File: src/design/mipsPkg.sv
package mipsPkg;

	////////////////////////////////////////
	// Widths and sizes
	////////////////////////////////////////
	localparam int dataWidth = 32;
	localparam int regAddrWidth = 5;
	// Data memory depth in words
	localparam int dmemDepth = 64;

	// Primary opcodes
	localparam logic [5:0] opRType = 6'h00;
	localparam logic [5:0] opAddi = 6'h08;
	localparam logic [5:0] opLw = 6'h23;
	localparam logic [5:0] opSw = 6'h2b;
	localparam logic [5:0] opBeq = 6'h04;

	// R-type function field
	localparam logic [5:0] fnAdd = 6'h20;
	localparam logic [5:0] fnSub = 6'h22;
	localparam logic [5:0] fnAnd = 6'h24;
	localparam logic [5:0] fnOr = 6'h25;
	localparam logic [5:0] fnSlt = 6'h2a;

	typedef enum logic [2:0] {aluAdd, aluSub, aluAnd, aluOr, aluSlt} aluOpT;

	////////////////////////////////////////
	// Pipeline register payloads
	////////////////////////////////////////
	// All zero means a bubble
	typedef struct packed {
		aluOpT aluOp;
		logic aluSrcImm;
		logic regDstRd;
		logic memRead;
		logic memWrite;
		logic memToReg;
		logic regWrite;
		logic branch;
	} ctrlT;

	typedef struct packed {
		logic [dataWidth-1:0] pcPlus4;
		logic [dataWidth-1:0] instruction;
	} ifIdT;

	// destReg already resolved between rt and rd
	typedef struct packed {
		ctrlT ctrl;
		logic [dataWidth-1:0] pcPlus4;
		logic [dataWidth-1:0] regA;
		logic [dataWidth-1:0] regB;
		logic [dataWidth-1:0] immExt;
		logic [regAddrWidth-1:0] rs;
		logic [regAddrWidth-1:0] rt;
		logic [regAddrWidth-1:0] destReg;
	} idExT;

	typedef struct packed {
		ctrlT ctrl;
		logic [dataWidth-1:0] aluResult;
		logic [dataWidth-1:0] storeData;
		logic [regAddrWidth-1:0] destReg;
	} exMemT;

	typedef struct packed {
		logic regWrite;
		logic memToReg;
		logic [dataWidth-1:0] aluResult;
		logic [dataWidth-1:0] loadData;
		logic [regAddrWidth-1:0] destReg;
	} memWbT;

	// Register write back to decode, also the late forwarding source
	typedef struct packed {
		logic en;
		logic [regAddrWidth-1:0] addr;
		logic [dataWidth-1:0] data;
	} wbT;

endpackage
File: src/design/memoryWriteback.sv
`timescale 1ns/1ps

module memoryWriteback (
	input logic clk,
	input logic rst,
	input mipsPkg::exMemT exMem,
	output mipsPkg::memWbT memWb,
	output mipsPkg::wbT wb
);

	logic [mipsPkg::dataWidth-1:0] dmem [mipsPkg::dmemDepth];
	logic [$clog2(mipsPkg::dmemDepth)-1:0] memIndex;
	logic [mipsPkg::dataWidth-1:0] loadData;

	// Word index from the byte address
	assign memIndex = exMem.aluResult[2 +: $clog2(mipsPkg::dmemDepth)];
	assign loadData = exMem.ctrl.memRead ? dmem[memIndex] : '0;

	////////////////////////////////////////
	// Data memory
	////////////////////////////////////////
	always_ff @(posedge clk)
	begin
		if (rst)
		begin
			for (int i = 0; i < mipsPkg::dmemDepth; i++)
				dmem[i] <= '0;
		end
		else if (exMem.ctrl.memWrite)
			dmem[memIndex] <= exMem.storeData;
	end

	// MEM/WB register
	always_ff @(posedge clk)
	begin
		if (rst)
		begin
			memWb.regWrite <= 1'b0;
			memWb.memToReg <= 1'b0;
		end
		else
		begin
			memWb.regWrite <= exMem.ctrl.regWrite;
			memWb.memToReg <= exMem.ctrl.memToReg;
		end
		memWb.aluResult <= exMem.aluResult;
		memWb.loadData <= loadData;
		memWb.destReg <= exMem.destReg;
	end

	// Writeback select
	always_comb
	begin
		wb.en = memWb.regWrite;
		wb.addr = memWb.destReg;
		wb.data = memWb.memToReg ? memWb.loadData : memWb.aluResult;
	end

endmodule

File: config.mk
export PLATFORM = sky130hd
export DESIGN_NAME = memoryWriteback
export DESIGN_NICKNAME = d
export VERILOG_FILES = /design/src/design/mipsPkg.sv /design/src/design/memoryWriteback.sv
export SDC_FILE = /design/constraint.sdc
export NUM_CORES = 2
export LEC_CHECK = 0
export BUFFER_PORTS_ARGS = -buffer_cell sky130_fd_sc_hd__buf_2
export CAP_MARGIN = 0
export CORE_MARGIN = 1
export CORE_UTILIZATION = 40
export DETAILED_ROUTE_END_ITERATION = 16
export RECOVER_POWER = 25
export SLEW_MARGIN = 0
export SYNTH_ARGS = -nofsm -noshare
export SYNTH_HDL_FRONTEND = slang
export SYNTH_SLANG_ARGS = --single-unit
File: constraint.sdc
create_clock -name clk -period 6.54 [get_ports clk]
set_input_delay 1.308 -clock clk [delete_from_list [all_inputs] [get_ports clk]]
set_output_delay 1.308 -clock clk [all_outputs]
set_load 0.01 [all_outputs]
# After elaboration in Yosys (flattened, before gate mapping)
# Memory sizes are Yosys's and may differ from the RTL's. A register that Yosys moved wholly into a read port is not among the register bits.
# Cells that the tools add are included.
# totals
regBits,39
out_inout_bits,109
word_cells,16
ramBits,2048
n_memories,1
in_bits,81
# classes
n_reduce_logical,2
mux,9
# mem_list
memory,words,width,rd,rd_ports_with_merged_regs,wr,line,text
dmem,64,32,1,1,64,memoryWriteback.sv:11,logic [mipsPkg::dataWidth-1:0] dmem [mipsPkg::dmemDepth];
# op_table
op,count
$mux 32,2
$reduce_or 32->1,1
$mux 1,6
$mux 6,1
$logic_not 1->1,1

# Logic depth before layout (Yosys ltp)
# depth
word_depth,5
mapped_depth,11
mapped_depth_nobuf,6

# Least setup slack after synthesis
# OpenSTA, ideal clock, no wires.
# synth_timing
path_type,input port to flip-flop
from,input exMem[42] in the netlist's numbering
to,memory dmem[22][0] in the netlist's numbering (enable)
required_time_ns,6.165
cell_stages,6
arrival_ns,2.954
n_path_buf,3
setup_ns,0.375
path_slack_ns,3.211
cell_sequence,buf_2 -> or3b_2 -> buf_2 -> buf_2 -> nor2_1 -> or2_2
# synth_rtl
element,line,text
"start, declared",memoryWriteback.sv:6,"input mipsPkg::exMemT exMem,"
"end, declared",memoryWriteback.sv:11,

==> impl_metrics.ini <==
[logic_synthesis]
synth.avg_cell_area_sq_um = 13.6
synthSimpleGateAreaFrac_pct = 15.9
synth_fa_ha_area_share_pct = 0
yosys.area.top_type = edfxtp_1
synthFlopType = edfxtp_1
yosysTopAreaCellShare_pct = 64.9
synth_cell_types = 66
synth_mux_area_share_pct = 4.78
synth_top_family_by_area = simple AND/OR/NAND/NOR gates
synth_most_common_cell = and2_1
syn_nets = 7027
synth_area_leaders = edfxtp_1, and2_1, a221oi_1
synth_seq_area_share_pct = 66.4
synth_edf_count = 2048
synth_compound_area_share_pct = 9.42
synthXorXnorAreaFrac_pct = 0
synth.ff_latch_count = 2119
synthCells = 6946
yosysWarnings = 0
synth_commonest_cells = and2_1, edfxtp_1, clkbuf_1
mappedNetlistArea_sq_um = 94800
async_flop_share_pct = 0

[clock_tree]
ctsResizeCount = 0
cts_htree_levels = 4
cts_tree = built
cts.sinks = 2119
path_clk_slew_ns = 0.06
cts_inserted_buffers = 214
root_buffer = clkbuf_16
clk-insertion-delay-late_ns = 0.89
hold_buffers = 0
cts_setup_buffers = 0
clockBufferDepth = 3

[drt]
wirelength_mm = 322
wire_per_inst_microns = 31.5
first_pass_iters = 8
vias = 61064
drtIter0Drc = 8407
drtAntennaViolNets = 0
drc = 0
vias_per_cell = 5.98

[global_route]
overflow = 0
gr-usage-all-layers_pct = 26.6
grt_pass1_vias = 59127
grt_max_degree = 89
antenna_found_initial = 23
grt_pass1_wl_mm = 450

[cells_and_area]
fillers = 20965
area_delta_synth_final_pct = 11.6
drive_above_1_share_pct = 14.2
multiInputGateArea_sq_um = 28800
stdcell_area_sq_um = 106000
seqCellArea_sq_um = 62900
layout.nets = 6960

[floorplanning]
core-area_sq_um = 235000
die_w_microns = 489
die-area_sq_um = 239000
row_count = 178
die_h_microns = 489
start_util_pct = 40.3
io_pins = 190

[sta]
hold_ws_ns = 0.519
rsz0062_at_grt = no
fmax_mhz = 177
layout_min_cycle_time_ns = 5.65
hold_viol_final = 0
fin_skew_ns = 0.0491
tns_ns = 0
period_share_pct = 86.3
worstMarginPinSlew_ns = 2.90
max-slew-margin-rel_pct = -93.3
setup_viol = 0
slew_violations = 794

[setup_path]
worstPathRequired_ns = 7.28
crit_arrival_ns = 6.39
cp-end-kind = flip-flop
crit_chain = buf_2 > clkbuf_1 > nor2b_1 > clkbuf_1 > nand2_1 > nor2_2 > clkbuf_1 > and2_1
slowest_delay_ns = 1.25
path_class = input port to flip-flop
start_kind = input port
path_common_cell = clkbuf_1
critPathMaxFanout = 34
crit_slowest_cell = clkbuf_1

[power_and_ir_drop]
power_density_nw_per_um2 = 288
p_leak_uw = 0.0361
ir_drop_uv = 316

[placement]
post-dp-hpwl_mm = 190
gp_congestion = 0.926
place_area_sq_um = 99100
port_buffers = 183

[run_status]
status = complete, but fails checks
violations = max-capacitance violations, max-slew violations

[flow_run]
maxCapViolations = 25

[min_path]
hp-class = input port to flip-flop
## final timing paths
kind	cells past startpoint	startpoint	slack, ns	to
setup / recovery	8	rst	0.89	dmem[18][22]
setup reg to reg	6	dmem[53][16]	3.88	memWb[21]
hold / removal	1	exMem[54]	0.52	memWb[54]
hold reg to reg	4	dmem[27][29]	0.77	memWb[34]
## sequential cells by signal, indices dropped and copies added, names as in the netlist
name	count
memWb	71
dmem	2048
## where the power goes
group | internal, uW | leakage (uW) | switching [uW]
Clock | 6810 | 0.00336 | 5400
Combinational | 651 | 0.0127 | 1760
Sequential | 15600 | 0.0201 | 242
## area by class of cell
type | instances | share of cell area (%)
flip-flops and latches | 2119 | 59.5
well taps | 3150 | 3.73
multi-input cells | 4062 | 27.2
clock buffers | 278 | 5.51
repair buffers | 478 | 3.06
clock inverters | 114 | 0.958
diodes | 11 | 0.0260
inverters | 4 | 0.0237
## kinds of logic (layout without fill, tap and decap cells)
| family | after synthesis | in the layout |
|---|---|---|
| other | 0 | 11 |
| buffers and inverters | 765 | 874 |
| AOI/OAI and AO/OA | 1193 | 1193 |
| muxes | 331 | 331 |
| and+or+nand+nor | 2538 | 2538 |
| DFF | 2119 | 2119 |
## layer usage
layer	GRT usage, %	part of all wire, %	vias up
li1	-	-	25484
met2	40.0	44	3601
met5	0	0.094	-
met3	6.13	11	669
met1	36.5	39	31296
met4	12.2	5.0	14
## cell usage in the layout, fill, tap and decap left out, types with 101 or more instances in the layout
cell type,count
mux2_2,103
nor2_1,184
and2_1,1783
a21oi_1,135
buf_2,101
clkbuf_1,154
clkbuf_16,220
edfxtp_1,2048
a22oi_1,332
and2_0,267
mux2i_1,135
a221oi_1,287
buf_4,246
## metrics by stage
step           std cells  total power [uW]  util (%)  worst slack (ns)
2_1_floorplan       6946             17200         -              3.21
3_3_place_gp        9813             18400      42.1              1.21
3_5_place_dp        9813             18500      42.1              1.17
5_1_grt            10206             31100      44.9              1.05
4_1_cts            10205             30500      45.0              2.10
6_report           10216             30400      44.9             0.893
## critical path, delay by kind of cell
kind                   cells  cell delay (ns)
buffers and inverters      4             3.34
AND/OR/NAND/NOR            4             1.68
(Power assumes the default switching activity.)
