File: src/design/mipsPkg.sv
package mipsPkg;

	////////////////////////////////////////
	// Widths and sizes
	////////////////////////////////////////
	localparam int dataWidth = 32;
	localparam int regAddrWidth = 5;
	// Data memory depth in words
	localparam int dmemDepth = 64;

	// Primary opcodes
	localparam logic [5:0] opRType = 6'h00;
	localparam logic [5:0] opAddi = 6'h08;
	localparam logic [5:0] opLw = 6'h23;
	localparam logic [5:0] opSw = 6'h2b;
	localparam logic [5:0] opBeq = 6'h04;

	// R-type function field
	localparam logic [5:0] fnAdd = 6'h20;
	localparam logic [5:0] fnSub = 6'h22;
	localparam logic [5:0] fnAnd = 6'h24;
	localparam logic [5:0] fnOr = 6'h25;
	localparam logic [5:0] fnSlt = 6'h2a;

	typedef enum logic [2:0] {aluAdd, aluSub, aluAnd, aluOr, aluSlt} aluOpT;

	////////////////////////////////////////
	// Pipeline register payloads
	////////////////////////////////////////
	// All zero means a bubble
	typedef struct packed {
		aluOpT aluOp;
		logic aluSrcImm;
		logic regDstRd;
		logic memRead;
		logic memWrite;
		logic memToReg;
		logic regWrite;
		logic branch;
	} ctrlT;

	typedef struct packed {
		logic [dataWidth-1:0] pcPlus4;
		logic [dataWidth-1:0] instruction;
	} ifIdT;

	// destReg already resolved between rt and rd
	typedef struct packed {
		ctrlT ctrl;
		logic [dataWidth-1:0] pcPlus4;
		logic [dataWidth-1:0] regA;
		logic [dataWidth-1:0] regB;
		logic [dataWidth-1:0] immExt;
		logic [regAddrWidth-1:0] rs;
		logic [regAddrWidth-1:0] rt;
		logic [regAddrWidth-1:0] destReg;
	} idExT;

	typedef struct packed {
		ctrlT ctrl;
		logic [dataWidth-1:0] aluResult;
		logic [dataWidth-1:0] storeData;
		logic [regAddrWidth-1:0] destReg;
	} exMemT;

	typedef struct packed {
		logic regWrite;
		logic memToReg;
		logic [dataWidth-1:0] aluResult;
		logic [dataWidth-1:0] loadData;
		logic [regAddrWidth-1:0] destReg;
	} memWbT;

	// Register write back to decode, also the late forwarding source
	typedef struct packed {
		logic en;
		logic [regAddrWidth-1:0] addr;
		logic [dataWidth-1:0] data;
	} wbT;

endpackage
File: src/design/instructionFetch.sv
`timescale 1ns/1ps

module instructionFetch (
	input logic clk,
	input logic rst,
	input logic stall,
	input logic branchTaken,
	input logic [mipsPkg::dataWidth-1:0] branchTarget,
	input logic [mipsPkg::dataWidth-1:0] instr,
	output logic [mipsPkg::dataWidth-1:0] instrAddr,
	output mipsPkg::ifIdT ifId
);

	logic [mipsPkg::dataWidth-1:0] pc;
	logic [mipsPkg::dataWidth-1:0] pcPlus4;

	assign pcPlus4 = pc + 32'd4;
	// Instruction port is read in the same cycle
	assign instrAddr = pc;

	// PC and IF/ID
	always_ff @(posedge clk)
	begin
		if (rst)
		begin
			pc <= '0;
			ifId <= '0;
		end
		// Branch wins over a stall, the fetched word becomes a nop
		else if (branchTaken)
		begin
			pc <= branchTarget;
			ifId <= '0;
		end
		else if (!stall)
		begin
			pc <= pcPlus4;
			ifId.pcPlus4 <= pcPlus4;
			ifId.instruction <= instr;
		end
	end

endmodule

File: config.mk
export PLATFORM = sky130hd
export DESIGN_NAME = instructionFetch
export DESIGN_NICKNAME = d
export VERILOG_FILES = /design/src/design/mipsPkg.sv /design/src/design/instructionFetch.sv
export SDC_FILE = /design/constraint.sdc
export NUM_CORES = 1
export LEC_CHECK = 0
export ABC_AREA = 1
export BUFFER_PORTS_ARGS = -buffer_cell sky130_fd_sc_hd__buf_4
export CELL_PAD_IN_SITES_DETAIL_PLACEMENT = 0
export CELL_PAD_IN_SITES_GLOBAL_PLACEMENT = 2
export CORE_MARGIN = 1.5
export CORE_UTILIZATION = 24
export CTS_BUF_LIST = sky130_fd_sc_hd__clkbuf_4
export DETAILED_ROUTE_END_ITERATION = 10
export PLACE_DENSITY = 0.87
export SYNTH_ARGS = -nofsm -noshare
export SYNTH_HDL_FRONTEND = slang
export SYNTH_SLANG_ARGS = --single-unit
File: constraint.sdc
create_clock -name clk -period 1.2 [get_ports clk]
set_input_delay 0.18 -clock clk [delete_from_list [all_inputs] [get_ports clk]]
set_output_delay 0.18 -clock clk [all_outputs]
set_load 0.02 [all_outputs]
======== Word-level counts from Yosys, hierarchy flattened ========
Index checks and enable logic that the tools add are counted.
cells by class
  add/sub/neg operators ................... 1
  reduce and logical (&&, ||, !) cells .... 1
  mux-type cells .......................... 2
  eq/ne operators ......................... 1
operators with widths
  kind                     number
  $mux W32                 2
  $add A32 B3 Y32 const B  1
  $ne A2 B1 Y1 const B     1
  $reduce_or A2 Y1         1
word-level totals
  logic and storage cells ................. 8
  output and inout port bits .............. 96
  register bits after elaboration ......... 96
  bits of input ports ..................... 68

======== Logic depth before layout (Yosys ltp) ========
  depth in word-level cells ............... 3
  depth in mapped cells ................... 9
  mapped depth without buffers ............ 9

======== Worst setup path after synthesis ========
Ideal clock, no wire load.
  path kind ............................... flip-flop to flip-flop
  from .................................... register pc (netlist bit instrAddr[2])
  to ...................................... register ifId[50] in the netlist's numbering
  arrival time ............................ 1404 ps
  path buffers ............................ 0
  period minus slack after synthesis ...... 1523 ps
  required time ........................... 1080 ps
  cell stages (with the launch flop) ...... 9
  setup time .............................. 120 ps
  slack ................................... -323 ps
  path through ............................ dfxtp_1 -> ha_1 -> nand2_2 -> nor2_4 -> nand2_4 -> nor2_4 -> a21oi_1 -> o21ai_1 -> nand2_1
on the way
  word-level cells in the longest chain between the ends .. 1
ends and longest elaborated chain
  item                    RTL line                source
  from (decl)             instructionFetch.sv:14  logic [mipsPkg::dataWidth-1:0] pc;
  from (signal assigned)  instructionFetch.sv:32  pc <= branchTarget;
  from (signal assigned)  instructionFetch.sv:37  pc <= pcPlus4;
  $add A32 B3 Y32         instructionFetch.sv:17  assign pcPlus4 = pc + 32'd4;
  to (decl)               instructionFetch.sv:11  output mipsPkg::ifIdT ifId
No other way between the ends.
A chain may end at the register's enable or synchronous reset.

======== Worst setup path after layout ========
  from .................................... register pc (netlist bit instrAddr[2])
  to ...................................... register ifId[62] in the netlist's numbering
The elaborated chain is that of the path after synthesis.

==> run summary <==
Outcome - complete, but fails checks
Failing checks - negative hold slack, negative setup slack
Share of cells above drive strength 1 - 46.7%
Vias/cell - 4.36
Min Tclk post-route - 1.39 ns
Hold_ws - -0.00333 ns
Final setup viols - 80
Seq/Total Area, Yosys - 43.6%
DR WL/cell - 13.6 µm
Endpoints failing hold - 1
Worst-path cell chain - ha_4 > nand2_4 > nor2_4 > nand2_4 > nor2_4 > nand2_1 > nand2_1 > nand3_2 > nand2_1
Final WS setup - -0.186 ns
Root buf cell - clkbuf_4
WL final - 16.4 mm
Initial antenna violation count - 2
ANT nets after route - 0
Cells after Synth - 647
Crit path DAT - 1.82 ns
Fill count - 1835
Post-Syn Area - 0.00440 mm²
Largest stage delay on the critical path - 0.41 ns
Clock network power share - 27.7%
Setup crit end kind - register
Final setup TNS - -7.24 ns
Mean Syn Cell Area - 6.81 µm²
Mapped Nets - 716
Yosys reg bits - 96
CTS max path bufs - 2
Net Sw Frac - 30.2%
Dpl hpwl - 11.7 mm
Port Buffer Count - 163
Final Skew - 0.0161 ns
Number of global-route vias before repair - 5158
P per Cell Area - 842 mW/mm²
Initial DRC count - 234
Final Wtd Congestion - 0.802
Top cell by count, worst path - nand2_1
Unrepaired setup endpoints after global routing - yes
Die height - 138 µm
CP max stage cell - dfxtp_4
IO Count - 164
H-tree depth - 3
CTS tree - built
Period Utilization, post-route - 115%
Net Sw Power - 2.09 mW
CP required - 1.63 ns
Largest net degree at the start of global routing - 40
Fin. max-slew vios - 0
Die footprint - 0.0192 mm²
Initial Utilization - 24.5%
Area Growth Syn to Fin - 86.8%
Area of the multi-input gates - 0.00239 mm²
Ys Warns - 0
Logic pwr share - 22.7%
Crit Path Category - reg2reg
Die width - 138 µm
First-pass DRT Iterations - 5
Core Rows - 49
Worst-Skew Late Latency - 0.48 ns
Global Route Usage Sum - 17.2%
Max cap viols - 0
Worst Path Buf+Inv - 0
Overflow left after global routing - 0
Flop pwr share - 49.6%
Total CTS buffers - 9
Nets - 1032
Leakage - 3.84 nW
Core area - 0.0180 mm²
HP Class - in2reg
Flip-flop and latch area - 0.00208 mm²
Final Power - 6.92 mW
Maximum vdd drop - 0.000440 V
Pre-CTS setup slack - -0.173 ns
Post-route insts no fill - 1199
Delay-heaviest family, CP - simple AND/OR/NAND/NOR gates
Internal power - 4.83 mW
Clk sinks - 96
Worst slew pin tran - 0.371 ns
Number of distinct library cells after synthesis - 29
Post-route DRC - 0
First-pass GRT wire length - 26.5 mm
Relative slew margins - 75.3%
Clock slew at reported path FFs - 0.16 ns
CP max FO - 6
Peak Freq - 722 MHz
Setup crit start kind - register
Vias - 5227
Inst Count DP - 1088
-- power by group through the flow --
| stage | registers [mW] | logic [mW] | clock network [mW] |
|---|---|---|---|
| 6_report | 3.44 | 1.57 | 1.92 |
| 5_1_grt | 3.46 | 1.70 | 2.11 |
| 4_1_cts | 3.44 | 1.54 | 2.00 |
| 3_5_place_dp | 3.49 | 1.21 | 0 |
| 3_3_place_gp | 3.49 | 1.20 | 0 |
| 2_1_floorplan | 3.63 | 0.382 | 0 |
-- layer usage --
layer / GRT usage (%) / part of all wire [%]
met2: 28.6 / 48
met5: 0 / 0
met4: 7.26 / 2.9
met3: 3.01 / 3.7
met1: 21.9 / 45
-- cells by family (layout without fill, tap and decap cells) --
logic type | after synthesis | after routing | share of synthesized area [%]
other | 0 | 2 | 0
AO/OA/AOI/OAI | 84 | 84 | 10.1
buffers and inverters | 72 | 393 | 6.91
AND/OR/NAND/NOR | 394 | 394 | 39.0
flip-flops | 96 | 96 | 43.6
adder cells (fa/ha/maj) | 1 | 1 | 0.284
-- metrics by stage --
stage          cell area, µm²  util (%)  hold WS (ns)
2_1_floorplan            4500         -         0.315
3_3_place_gp             6510      36.2         0.404
3_5_place_dp             6510      36.2         0.415
4_1_cts                  8000      44.6        0.0116
5_1_grt                  8220      45.8      0.000459
6_report                 8220      45.8      -0.00333
-- worst paths after layout --
check | startpoint | endpoint | slack [ns] | cells after the start
max | instrAddr[2]$_SDFFE_PP0N_ | ifId[62]$_SDFFE_PP0N_ | -0.19 | 9
min | stall | ifId[16]$_SDFFE_PP0N_ | -0.003 | 3
max reg2reg | instrAddr[2]$_SDFFE_PP0N_ | ifId[62]$_SDFFE_PP0N_ | -0.19 | 9
min reg2reg | ifId[0]$_SDFFE_PP0N_ | ifId[0]$_SDFFE_PP0N_ | 0.47 | 2
-- layout make-up --
| type | instances | share of cell area, % |
|---|---|---|
| antenna | 2 | 0.0609 |
| multi-input combinational | 479 | 29.1 |
| tap | 229 | 3.48 |
| timing repair buffer | 335 | 38.3 |
| clock buffer | 9 | 0.822 |
| sequential | 96 | 25.3 |
| inverter | 42 | 1.95 |
| clock inverter | 7 | 0.913 |
-- flip-flops by register name, summed over array words and instances, names as in the netlist --
register	count
ifId	64
instrAddr	32
-- worst reg2reg max path, cell delays in order (launching register included) --
cell     delay, ns
dfxtp_4       0.41
ha_4          0.14
nand2_4       0.05
nor2_4        0.13
nand2_4       0.14
nor2_4        0.18
nand2_1       0.07
nand2_1       0.07
nand3_2       0.07
nand2_1       0.07
-- layout by cell type (no fill, tap or decap), types with 10 or more instances in the layout --
cell             n
dlygate4sd3_1   63
dfxtp_4         18
inv_1           36
buf_6          114
nand3_2         14
nor2_1          22
nand2_1        257
nand3_1         53
dfxtp_2         76
buf_4          154
nand2_2         10
a21oi_1         36
o21ai_0         32
nor2_4          18
-- cell usage after synthesis, drive strengths merged --
cell,instances,area share [%]
a21oi,39,4.4
nor2,51,6.7
nand3,67,8.0
a22o,3,0.60
dfxtp,96,44
clkinv,1,0.085
inv,41,3.6
o211ai,5,0.85
or2,1,0.14
clkbuf,17,1.4
o21ai,36,4.1
o31ai,1,0.17
and2,1,0.14
ha,1,0.28
nand4,3,0.43
nand2,271,24
buf,13,1.8
-- timing repair --
action / CTS / global route
hold endpoints to repair: 64 / 0
pin swaps: 7 / 14
buffers inserted: 21 / 10
hold buffers: 64 / 0
endpoints found under the setup margin: 135 / 137
resized for setup: 192 / 46
No activity file was read; power rests on OpenSTA's default activity.
