--- src/design/mipsPkg.sv ---
package mipsPkg;

	////////////////////////////////////////
	// Widths and sizes
	////////////////////////////////////////
	localparam int dataWidth = 32;
	localparam int regAddrWidth = 5;
	// Data memory depth in words
	localparam int dmemDepth = 64;

	// Primary opcodes
	localparam logic [5:0] opRType = 6'h00;
	localparam logic [5:0] opAddi = 6'h08;
	localparam logic [5:0] opLw = 6'h23;
	localparam logic [5:0] opSw = 6'h2b;
	localparam logic [5:0] opBeq = 6'h04;

	// R-type function field
	localparam logic [5:0] fnAdd = 6'h20;
	localparam logic [5:0] fnSub = 6'h22;
	localparam logic [5:0] fnAnd = 6'h24;
	localparam logic [5:0] fnOr = 6'h25;
	localparam logic [5:0] fnSlt = 6'h2a;

	typedef enum logic [2:0] {aluAdd, aluSub, aluAnd, aluOr, aluSlt} aluOpT;

	////////////////////////////////////////
	// Pipeline register payloads
	////////////////////////////////////////
	// All zero means a bubble
	typedef struct packed {
		aluOpT aluOp;
		logic aluSrcImm;
		logic regDstRd;
		logic memRead;
		logic memWrite;
		logic memToReg;
		logic regWrite;
		logic branch;
	} ctrlT;

	typedef struct packed {
		logic [dataWidth-1:0] pcPlus4;
		logic [dataWidth-1:0] instruction;
	} ifIdT;

	// destReg already resolved between rt and rd
	typedef struct packed {
		ctrlT ctrl;
		logic [dataWidth-1:0] pcPlus4;
		logic [dataWidth-1:0] regA;
		logic [dataWidth-1:0] regB;
		logic [dataWidth-1:0] immExt;
		logic [regAddrWidth-1:0] rs;
		logic [regAddrWidth-1:0] rt;
		logic [regAddrWidth-1:0] destReg;
	} idExT;

	typedef struct packed {
		ctrlT ctrl;
		logic [dataWidth-1:0] aluResult;
		logic [dataWidth-1:0] storeData;
		logic [regAddrWidth-1:0] destReg;
	} exMemT;

	typedef struct packed {
		logic regWrite;
		logic memToReg;
		logic [dataWidth-1:0] aluResult;
		logic [dataWidth-1:0] loadData;
		logic [regAddrWidth-1:0] destReg;
	} memWbT;

	// Register write back to decode, also the late forwarding source
	typedef struct packed {
		logic en;
		logic [regAddrWidth-1:0] addr;
		logic [dataWidth-1:0] data;
	} wbT;

endpackage
--- src/design/instructionDecode.sv ---
`timescale 1ns/1ps

module instructionDecode (
	input logic clk,
	input logic rst,
	input mipsPkg::ifIdT ifId,
	input mipsPkg::wbT wb,
	input logic branchTaken,
	input logic debugOn,
	input logic [mipsPkg::regAddrWidth-1:0] debugReadReg,
	output logic [mipsPkg::dataWidth-1:0] debugRegValue,
	output logic stall,
	output mipsPkg::idExT idEx
);

	logic [mipsPkg::regAddrWidth-1:0] rs;
	logic [mipsPkg::regAddrWidth-1:0] rt;
	logic [mipsPkg::regAddrWidth-1:0] rd;
	logic [15:0] imm;
	logic [mipsPkg::dataWidth-1:0] regA;
	logic [mipsPkg::dataWidth-1:0] regB;
	logic regWriteEn;
	mipsPkg::ctrlT ctrl;

	// Instruction fields
	assign rs = ifId.instruction[25:21];
	assign rt = ifId.instruction[20:16];
	assign rd = ifId.instruction[15:11];
	assign imm = ifId.instruction[15:0];

	////////////////////////////////////////
	// Hazard detection
	////////////////////////////////////////
	// Load now in execute feeding the instruction in decode
	assign stall = idEx.ctrl.memRead && (idEx.destReg != '0)
		&& ((idEx.destReg == rs) || (idEx.destReg == rt));

	// Writes are dropped while debug is on
	assign regWriteEn = wb.en && !debugOn;

	controlDecoder i_controlDecoder (
		.instruction(ifId.instruction),
		.ctrl(ctrl)
	);

	registerFile i_registerFile (
		.clk(clk),
		.rst(rst),
		.wrEn(regWriteEn),
		.wrAddr(wb.addr),
		.wrData(wb.data),
		.rdAddrA(rs),
		.rdAddrB(rt),
		.rdAddrDebug(debugReadReg),
		.rdDataA(regA),
		.rdDataB(regB),
		.rdDataDebug(debugRegValue)
	);

	////////////////////////////////////////
	// ID/EX register
	////////////////////////////////////////
	always_ff @(posedge clk)
	begin
		// Bubble on reset, load-use stall or flush
		if (rst || stall || branchTaken)
			idEx.ctrl <= '0;
		else
			idEx.ctrl <= ctrl;
		idEx.pcPlus4 <= ifId.pcPlus4;
		idEx.regA <= regA;
		idEx.regB <= regB;
		// Sign extension
		idEx.immExt <= {{16{imm[15]}}, imm};
		idEx.rs <= rs;
		idEx.rt <= rt;
		idEx.destReg <= ctrl.regDstRd ? rd : rt;
	end

endmodule

--- src/design/controlDecoder.sv ---
`timescale 1ns/1ps

module controlDecoder (
	input logic [mipsPkg::dataWidth-1:0] instruction,
	output mipsPkg::ctrlT ctrl
);

	logic [5:0] opcode;
	logic [5:0] funct;

	assign opcode = instruction[31:26];
	assign funct = instruction[5:0];

	always_comb
	begin
		// Default is a nop
		ctrl = '0;
		case (opcode)
			mipsPkg::opRType:
			begin
				ctrl.regDstRd = 1'b1;
				ctrl.regWrite = 1'b1;
				case (funct)
					mipsPkg::fnAdd: ctrl.aluOp = mipsPkg::aluAdd;
					mipsPkg::fnSub: ctrl.aluOp = mipsPkg::aluSub;
					mipsPkg::fnAnd: ctrl.aluOp = mipsPkg::aluAnd;
					mipsPkg::fnOr: ctrl.aluOp = mipsPkg::aluOr;
					mipsPkg::fnSlt: ctrl.aluOp = mipsPkg::aluSlt;
					// Unknown function, also the all-zero nop word
					default: ctrl = '0;
				endcase
			end
			mipsPkg::opAddi:
			begin
				ctrl.aluSrcImm = 1'b1;
				ctrl.regWrite = 1'b1;
			end
			// Address is base plus offset, add is the zero aluOp
			mipsPkg::opLw:
			begin
				ctrl.aluSrcImm = 1'b1;
				ctrl.memRead = 1'b1;
				ctrl.memToReg = 1'b1;
				ctrl.regWrite = 1'b1;
			end
			mipsPkg::opSw:
			begin
				ctrl.aluSrcImm = 1'b1;
				ctrl.memWrite = 1'b1;
			end
			mipsPkg::opBeq:
			begin
				ctrl.branch = 1'b1;
				ctrl.aluOp = mipsPkg::aluSub;
			end
			default: ctrl = '0;
		endcase
	end

endmodule

--- src/design/registerFile.sv ---
`timescale 1ns/1ps

module registerFile (
	input logic clk,
	input logic rst,
	input logic wrEn,
	input logic [mipsPkg::regAddrWidth-1:0] wrAddr,
	input logic [mipsPkg::dataWidth-1:0] wrData,
	input logic [mipsPkg::regAddrWidth-1:0] rdAddrA,
	input logic [mipsPkg::regAddrWidth-1:0] rdAddrB,
	input logic [mipsPkg::regAddrWidth-1:0] rdAddrDebug,
	output logic [mipsPkg::dataWidth-1:0] rdDataA,
	output logic [mipsPkg::dataWidth-1:0] rdDataB,
	output logic [mipsPkg::dataWidth-1:0] rdDataDebug
);

	logic [mipsPkg::dataWidth-1:0] regs [2**mipsPkg::regAddrWidth];

	// Register zero is hardwired, a same-cycle write passes straight through
	function automatic logic [mipsPkg::dataWidth-1:0] readReg(
		input logic [mipsPkg::regAddrWidth-1:0] addr);
		if (addr == '0)
			return '0;
		else if (wrEn && (wrAddr == addr))
			return wrData;
		else
			return regs[addr];
	endfunction

	// Three independent read ports
	always_comb
	begin
		rdDataA = readReg(rdAddrA);
		rdDataB = readReg(rdAddrB);
		rdDataDebug = readReg(rdAddrDebug);
	end

	// Write port, entry zero never written
	always_ff @(posedge clk)
	begin
		if (rst)
		begin
			for (int i = 0; i < 2**mipsPkg::regAddrWidth; i++)
				regs[i] <= '0;
		end
		else if (wrEn && (wrAddr != '0))
			regs[wrAddr] <= wrData;
	end

endmodule

--- config.mk ---
export PLATFORM = sky130hd
export DESIGN_NAME = instructionDecode
export DESIGN_NICKNAME = d
export VERILOG_FILES = /design/src/design/mipsPkg.sv /design/src/design/instructionDecode.sv /design/src/design/controlDecoder.sv /design/src/design/registerFile.sv
export SDC_FILE = /design/constraint.sdc
export NUM_CORES = 2
export LEC_CHECK = 0
export ABC_CLOCK_PERIOD_IN_PS = 2870
export CAP_MARGIN = 20
export CORE_ASPECT_RATIO = 1.25
export CORE_MARGIN = 2
export CORE_UTILIZATION = 30
export CTS_BUF_LIST = sky130_fd_sc_hd__clkbuf_4 sky130_fd_sc_hd__clkbuf_8
export CTS_CLUSTER_SIZE = 10
export DETAILED_ROUTE_END_ITERATION = 8
export DONT_BUFFER_PORTS = 1
export PLACE_DENSITY_LB_ADDON = 0.1
export SYNTH_ARGS = -nofsm -noshare
export SYNTH_HDL_FRONTEND = slang
export SYNTH_SLANG_ARGS = --single-unit
--- constraint.sdc ---
create_clock -name clk -period 2.87 [get_ports clk]
set_input_delay 0.574 -clock clk [delete_from_list [all_inputs] [get_ports clk]]
set_output_delay 0.574 -clock clk [all_outputs]
set_load 0.02 [all_outputs]
# ---- Word level (Yosys, flattened, before mapping)
# Memory sizes are Yosys's and may differ from the RTL's.
# Index checks and enable logic that the tools add are counted.
dict set report totals {
  ff_bits 137
  latch_bits 0
  ramBits 1024
  rom_bits 0
  inputBits 111
  out_inout_bits 186
  elab_cells 74
  mem_count 1
}
# memory depth word_bits rd rd_clocked_by_memory_dff write_ports line_no
set memory_table {}
lappend memory_table {i_registerFile.regs 32 32 3 0 32 registerFile.sv:17} ;# logic [mipsPkg::dataWidth-1:0] regs [2**mipsPkg::regAddrWidth];
dict set report classes {
  addsub 0
  multipliers 0
  n_div 0
  order_cmp 0
  eq_ne 14
  shifts 0
  mux 23
  bitwise_logic 0
  n_reduce_logical 21
}
# cell count
set op_table {}
lappend op_table {{$mux 32} 5}
lappend op_table {{$eq 6x6->1 const B} 7}
lappend op_table {{$reduce_or 32->1} 1}
lappend op_table {{$eq 5x5->1} 5}
lappend op_table {{$logic_not 5->1} 3}
lappend op_table {{$pmux 1 s2} 6}
lappend op_table {{$pmux 3 s4} 1}
lappend op_table {{$mux 5} 2}
lappend op_table {{$reduce_bool 5->1} 2}
lappend op_table {{$logic_and 1x1->1} 7}
lappend op_table {{$mux 1} 7}
lappend op_table {{$eq 6x3->1 const B} 1}
lappend op_table {{$eq 6x4->1 const B} 1}
lappend op_table {{$logic_not 6->1} 1}
lappend op_table {{$mux 6} 1}
lappend op_table {{$pmux 3 s2} 1}
lappend op_table {{$reduce_or 5->1} 1}
lappend op_table {{$logic_or 1x1->1} 3}
lappend op_table {{$reduce_or 3->1} 1}
lappend op_table {{$reduce_or 2->1} 1}
lappend op_table {{$logic_not 1->1} 1}

# ---- Depth between registers and ports, before layout
dict set report depth {
  ltp_word 8
  ltp_mapped 10
  depth_no_buf 5
}

# ---- By module
# Synthesis repeated with hierarchy kept, for this count alone.
dict set report hier_totals {
  hier_cells 4837
  area_unflattened_um2 67213.2
}
# module n_inst cells_each area_each_um2 seq_area_each_um2
set by_module_without_submodules {}
lappend by_module_without_submodules {registerFile 1 4609 63828.7 30749.5}
lappend by_module_without_submodules {instructionDecode 1 201 3208.1 2742.6}
lappend by_module_without_submodules {controlDecoder 1 27 176.4 0.0}

# ---- Least setup slack after synthesis
# No wires, ideal clock.
dict set report synth_path {
  path_kind {input port to output port}
  startpoint {input port debugReadReg[3] (netlist bit)}
  endpoint {output port debugRegValue[7] (netlist bit)}
  arrival_ps 2342
  t_required_ps 2296
  setup_slack_ps -46
  path_stages 8
  path_buffers 3
  path_cell_list {buf_2 > buf_2 > nor3b_1 > clkbuf_1 > nand3_1 > o2111ai_1 > nor4_1 > o31ai_1}
}
dict set report synth_via {
  elab_chain_cells 4
  elab_cells_between_ends 6
  cone_classes {1 x eq/ne; 2 x mux; 2 x reduce/logical; 1 x memory}
}
# element line_no
set synth_rtl {}
lappend synth_rtl {{start, declared} instructionDecode.sv:10} ;# input logic [mipsPkg::regAddrWidth-1:0] debugReadReg,
lappend synth_rtl {{branches (longest 3 deep; another with $mem_v2 32x32)} -}
lappend synth_rtl {{$mux 32 *} registerFile.sv:22} ;# if (addr == '0)
lappend synth_rtl {{end, declared} instructionDecode.sv:11} ;# output logic [mipsPkg::dataWidth-1:0] debugRegValue,
# Mark *: on every way between the ends.

# ---- Final worst setup path
dict set report layout_path {
  startpoint {input port debugReadReg[2] (netlist bit)}
  endpoint {output port debugRegValue[23] (netlist bit)}
}
# Same word-level chain as after synthesis.

==> reports/results.ini <==
[run_status]
run_status=finished, violations left
violations=max-slew violations, negative setup slack

[placed_design]
io_buffers=0
place_area_um2=74800
gp_congestion=0.913
hpwl_mm=229
dp_slack_ps=-534

[critical_path]
slowest_delay_ps=770
worst_setup_path_end_kind=output pin
crit_arrival_ps=3250
path_delay_family=compound AO/OA/AOI/OAI gates
crit_path_max_fanout=236
cp_data_required_time_ps=2300
crit_top_cell=buf_4
path_buf_inv=2
start_kind=primary input
critPathKind=in -> out
cp_cell_sequence=or3_4 > buf_4 > o221ai_1 > a2111oi_4 > buf_4 > o31ai_4
cp_slowest_cell=or3_4

[clocking]
numClockSinks=1160
cts_root_buffer=clkbuf_8
cts_buffer_depth=4
clk_latency_ps=1060
cts_inserted_buffers=218
cts_tree=yes
clk_pin_slew_ps=70
htree_levels=4

[global_routing]
grt_most_used_layer=met2
grt_usage_pct=31.5
use_met2_pct=51.6
gr-total-overflow=0
grt_pass1_vias=53402
met1_usage_pct=38.5
antenna_found_initial=51
grt_max_degree=237
use_met3_pct=6.38
grt_pass1_wl_mm=490

[die]
coreArea_um2=224000
die_h_um=535
die_area_um2=229000
io_pins=297
dieWidth_um=428
start_util_pct=30.2
rows=194

[sta]
max_freq_mhz=262
min_period_over_period_pct=133
worst_slack_ps=-952
setup_viol=46
rsz0062_at_grt=true
worst_pin_slew_ps=1970
slew_headroom_pct=-31.2
slew_violations=85
hold_violations=0
finClkSkew_ps=87.4
whs_ps=66.6
final.min_clock_period_ps=3820

[drt]
wire_per_inst_um=41.6
first_pass_iters=6
antenna_left=0
drt-vias-per-instance=6.04
vias=53755
drt_wl_total_mm=370
drc=0
drtIter0Drc=6951

[yosys]
synth_area_um2=67600
yosysSeqAreaShare_pct=49.5
synth-edff-count=1024
synth_flop_cell=edfxtp_1
synth.ff_latch_count=1160
postSynthAreaPerCell_um2=12.8
synthCells=5297
ys_warn_count=0
synth.distinct_cells=66
async_flop_share_pct=0

[final_layout]
n_fill_cell=21682
final_cell_area_um2=83200
nets=5865
drive_gt1_share_pct=28.8
fin_util_pct=37.2
area_delta_synth_final_pct=23.2

[power_and_ir_drop]
power_density_nw_per_um2=540
p_leak_nw=30.8
irDropWorstVdd_uv=376

[run]
max_cap_viol_count=0

[min_path]
hold_class=in -> reg

==> sequential cells by signal, summed over array words and instances, names as in the netlist <==
register / flops
i_registerFile.regs: 1024
idEx: 136
==> final cells by class <==
class	count	area, um^2	area share (%)
sequential	1160	33500	40.2
multi-input combinational	3580	32900	39.5
timing repair buffer	789	8690	10.4
clock buffer	327	3940	4.73
tap	2940	3680	4.42
clock inverter	62	438	0.526
antenna	35	87.6	0.105
inverter	5	18.8	0.0226
==> timing repair <==
action / 4_1_cts / 5_1_grt
endpoints found under the hold margin: 1165 / 2
hold buffers: 160 / 1
setup endpoints to repair: 33 / 40
buffers inserted: 82 / 29
resized for setup: 191 / 51
pin swaps: 91 / 51
==> where the power goes <==
part           total (mW)  switching [mW]  internal [mW]
Clock                17.2            8.00           9.17
Combinational        7.35            3.99           3.37
Sequential           20.4            1.07           19.4
==> worst reg2reg max path: stages (launching register included) <==
cell           delay [ps]
edfxtp_1              400
buf_4                 160
mux4_2                460
a221oi_1              350
buf_4                 220
a221oi_1              130
buf_4                 160
a31o_1                170
dlygate4sd3_1         540
==> layout by cell type (no fill, tap or decap), types with 90 or more instances in the layout <==
cell type         n
clkbuf_4         90
and2_1          995
a221oi_1         92
nor2_1          159
dfxtp_1         130
clkbuf_8        237
mux2i_1         775
o21ai_0         109
o22ai_1         198
dlygate4sd3_1   132
buf_4           455
mux4_2          352
buf_12          182
edfxtp_1       1024
==> metrics by stage <==
stage               power, mW  setup TNS (ps)  instances
floorplan                24.2               0       5328
global placement         26.9          -15990       8202
detailed placement       26.9          -12870       8204
CTS                      45.0          -16040       8831
global route             46.1          -21140       8874
finish                   44.9          -30570       8898
==> Yosys cell counts, types with 26 or more instances <==
library cell     n  area (um^2)
a211oi_1        50          375
a21oi_1         53          265
a221oi_1       102          893
a22o_1          27          236
a22oi_1         26          195
a31o_1          26          228
a31o_2          27          236
and2_1         999         6250
and3_1          27          169
buf_2          134          671
buf_4           77          578
buf_6           38          428
clkbuf_1       322         1210
dfxtp_1        136         2720
edfxtp_1      1024        30700
mux2_2          27          304
mux2i_1        798         7990
mux4_2         352         7930
nand2_1         91          342
nand3_1         48          240
nor2_1         192          721
nor4_1          67          419
o21ai_0        127          636
o221ai_1        31          272
o22ai_1        202         1260
or2_2           31          194
==> cells by family after synthesis <==
kind of cell | after synthesis | share of synthesized area, %
muxes | 1177 | 24.0
and+or+nand+nor | 1560 | 13.5
other | 1 | 0.00555
AOI/OAI and AO/OA | 786 | 8.28
buffers and inverters | 588 | 4.37
DFF | 1160 | 49.5
xor gates and xnor gates | 25 | 0.324
==> routing by layer <==
metal	wire, um	part of all wire (%)	vias up
met5	100	0.027	-
met3	31500	8.5	932
li1	-	-	21343
met1	140000	38	28170
met2	175000	47	3294
met4	23500	6.4	16
==> final timing paths <==
kind,slack (ps),from,cells past startpoint,end
worst min-delay path,70,ifId[20],4,idEx[50]
worst max register to register,180,i_registerFile.regs[29][12],8,idEx[59]
worst min register to register,920,i_registerFile.regs[12][15],4,idEx[94]
worst max-delay path,-950,debugReadReg[2],6,debugRegValue[23]
(Power assumes the default switching activity.)
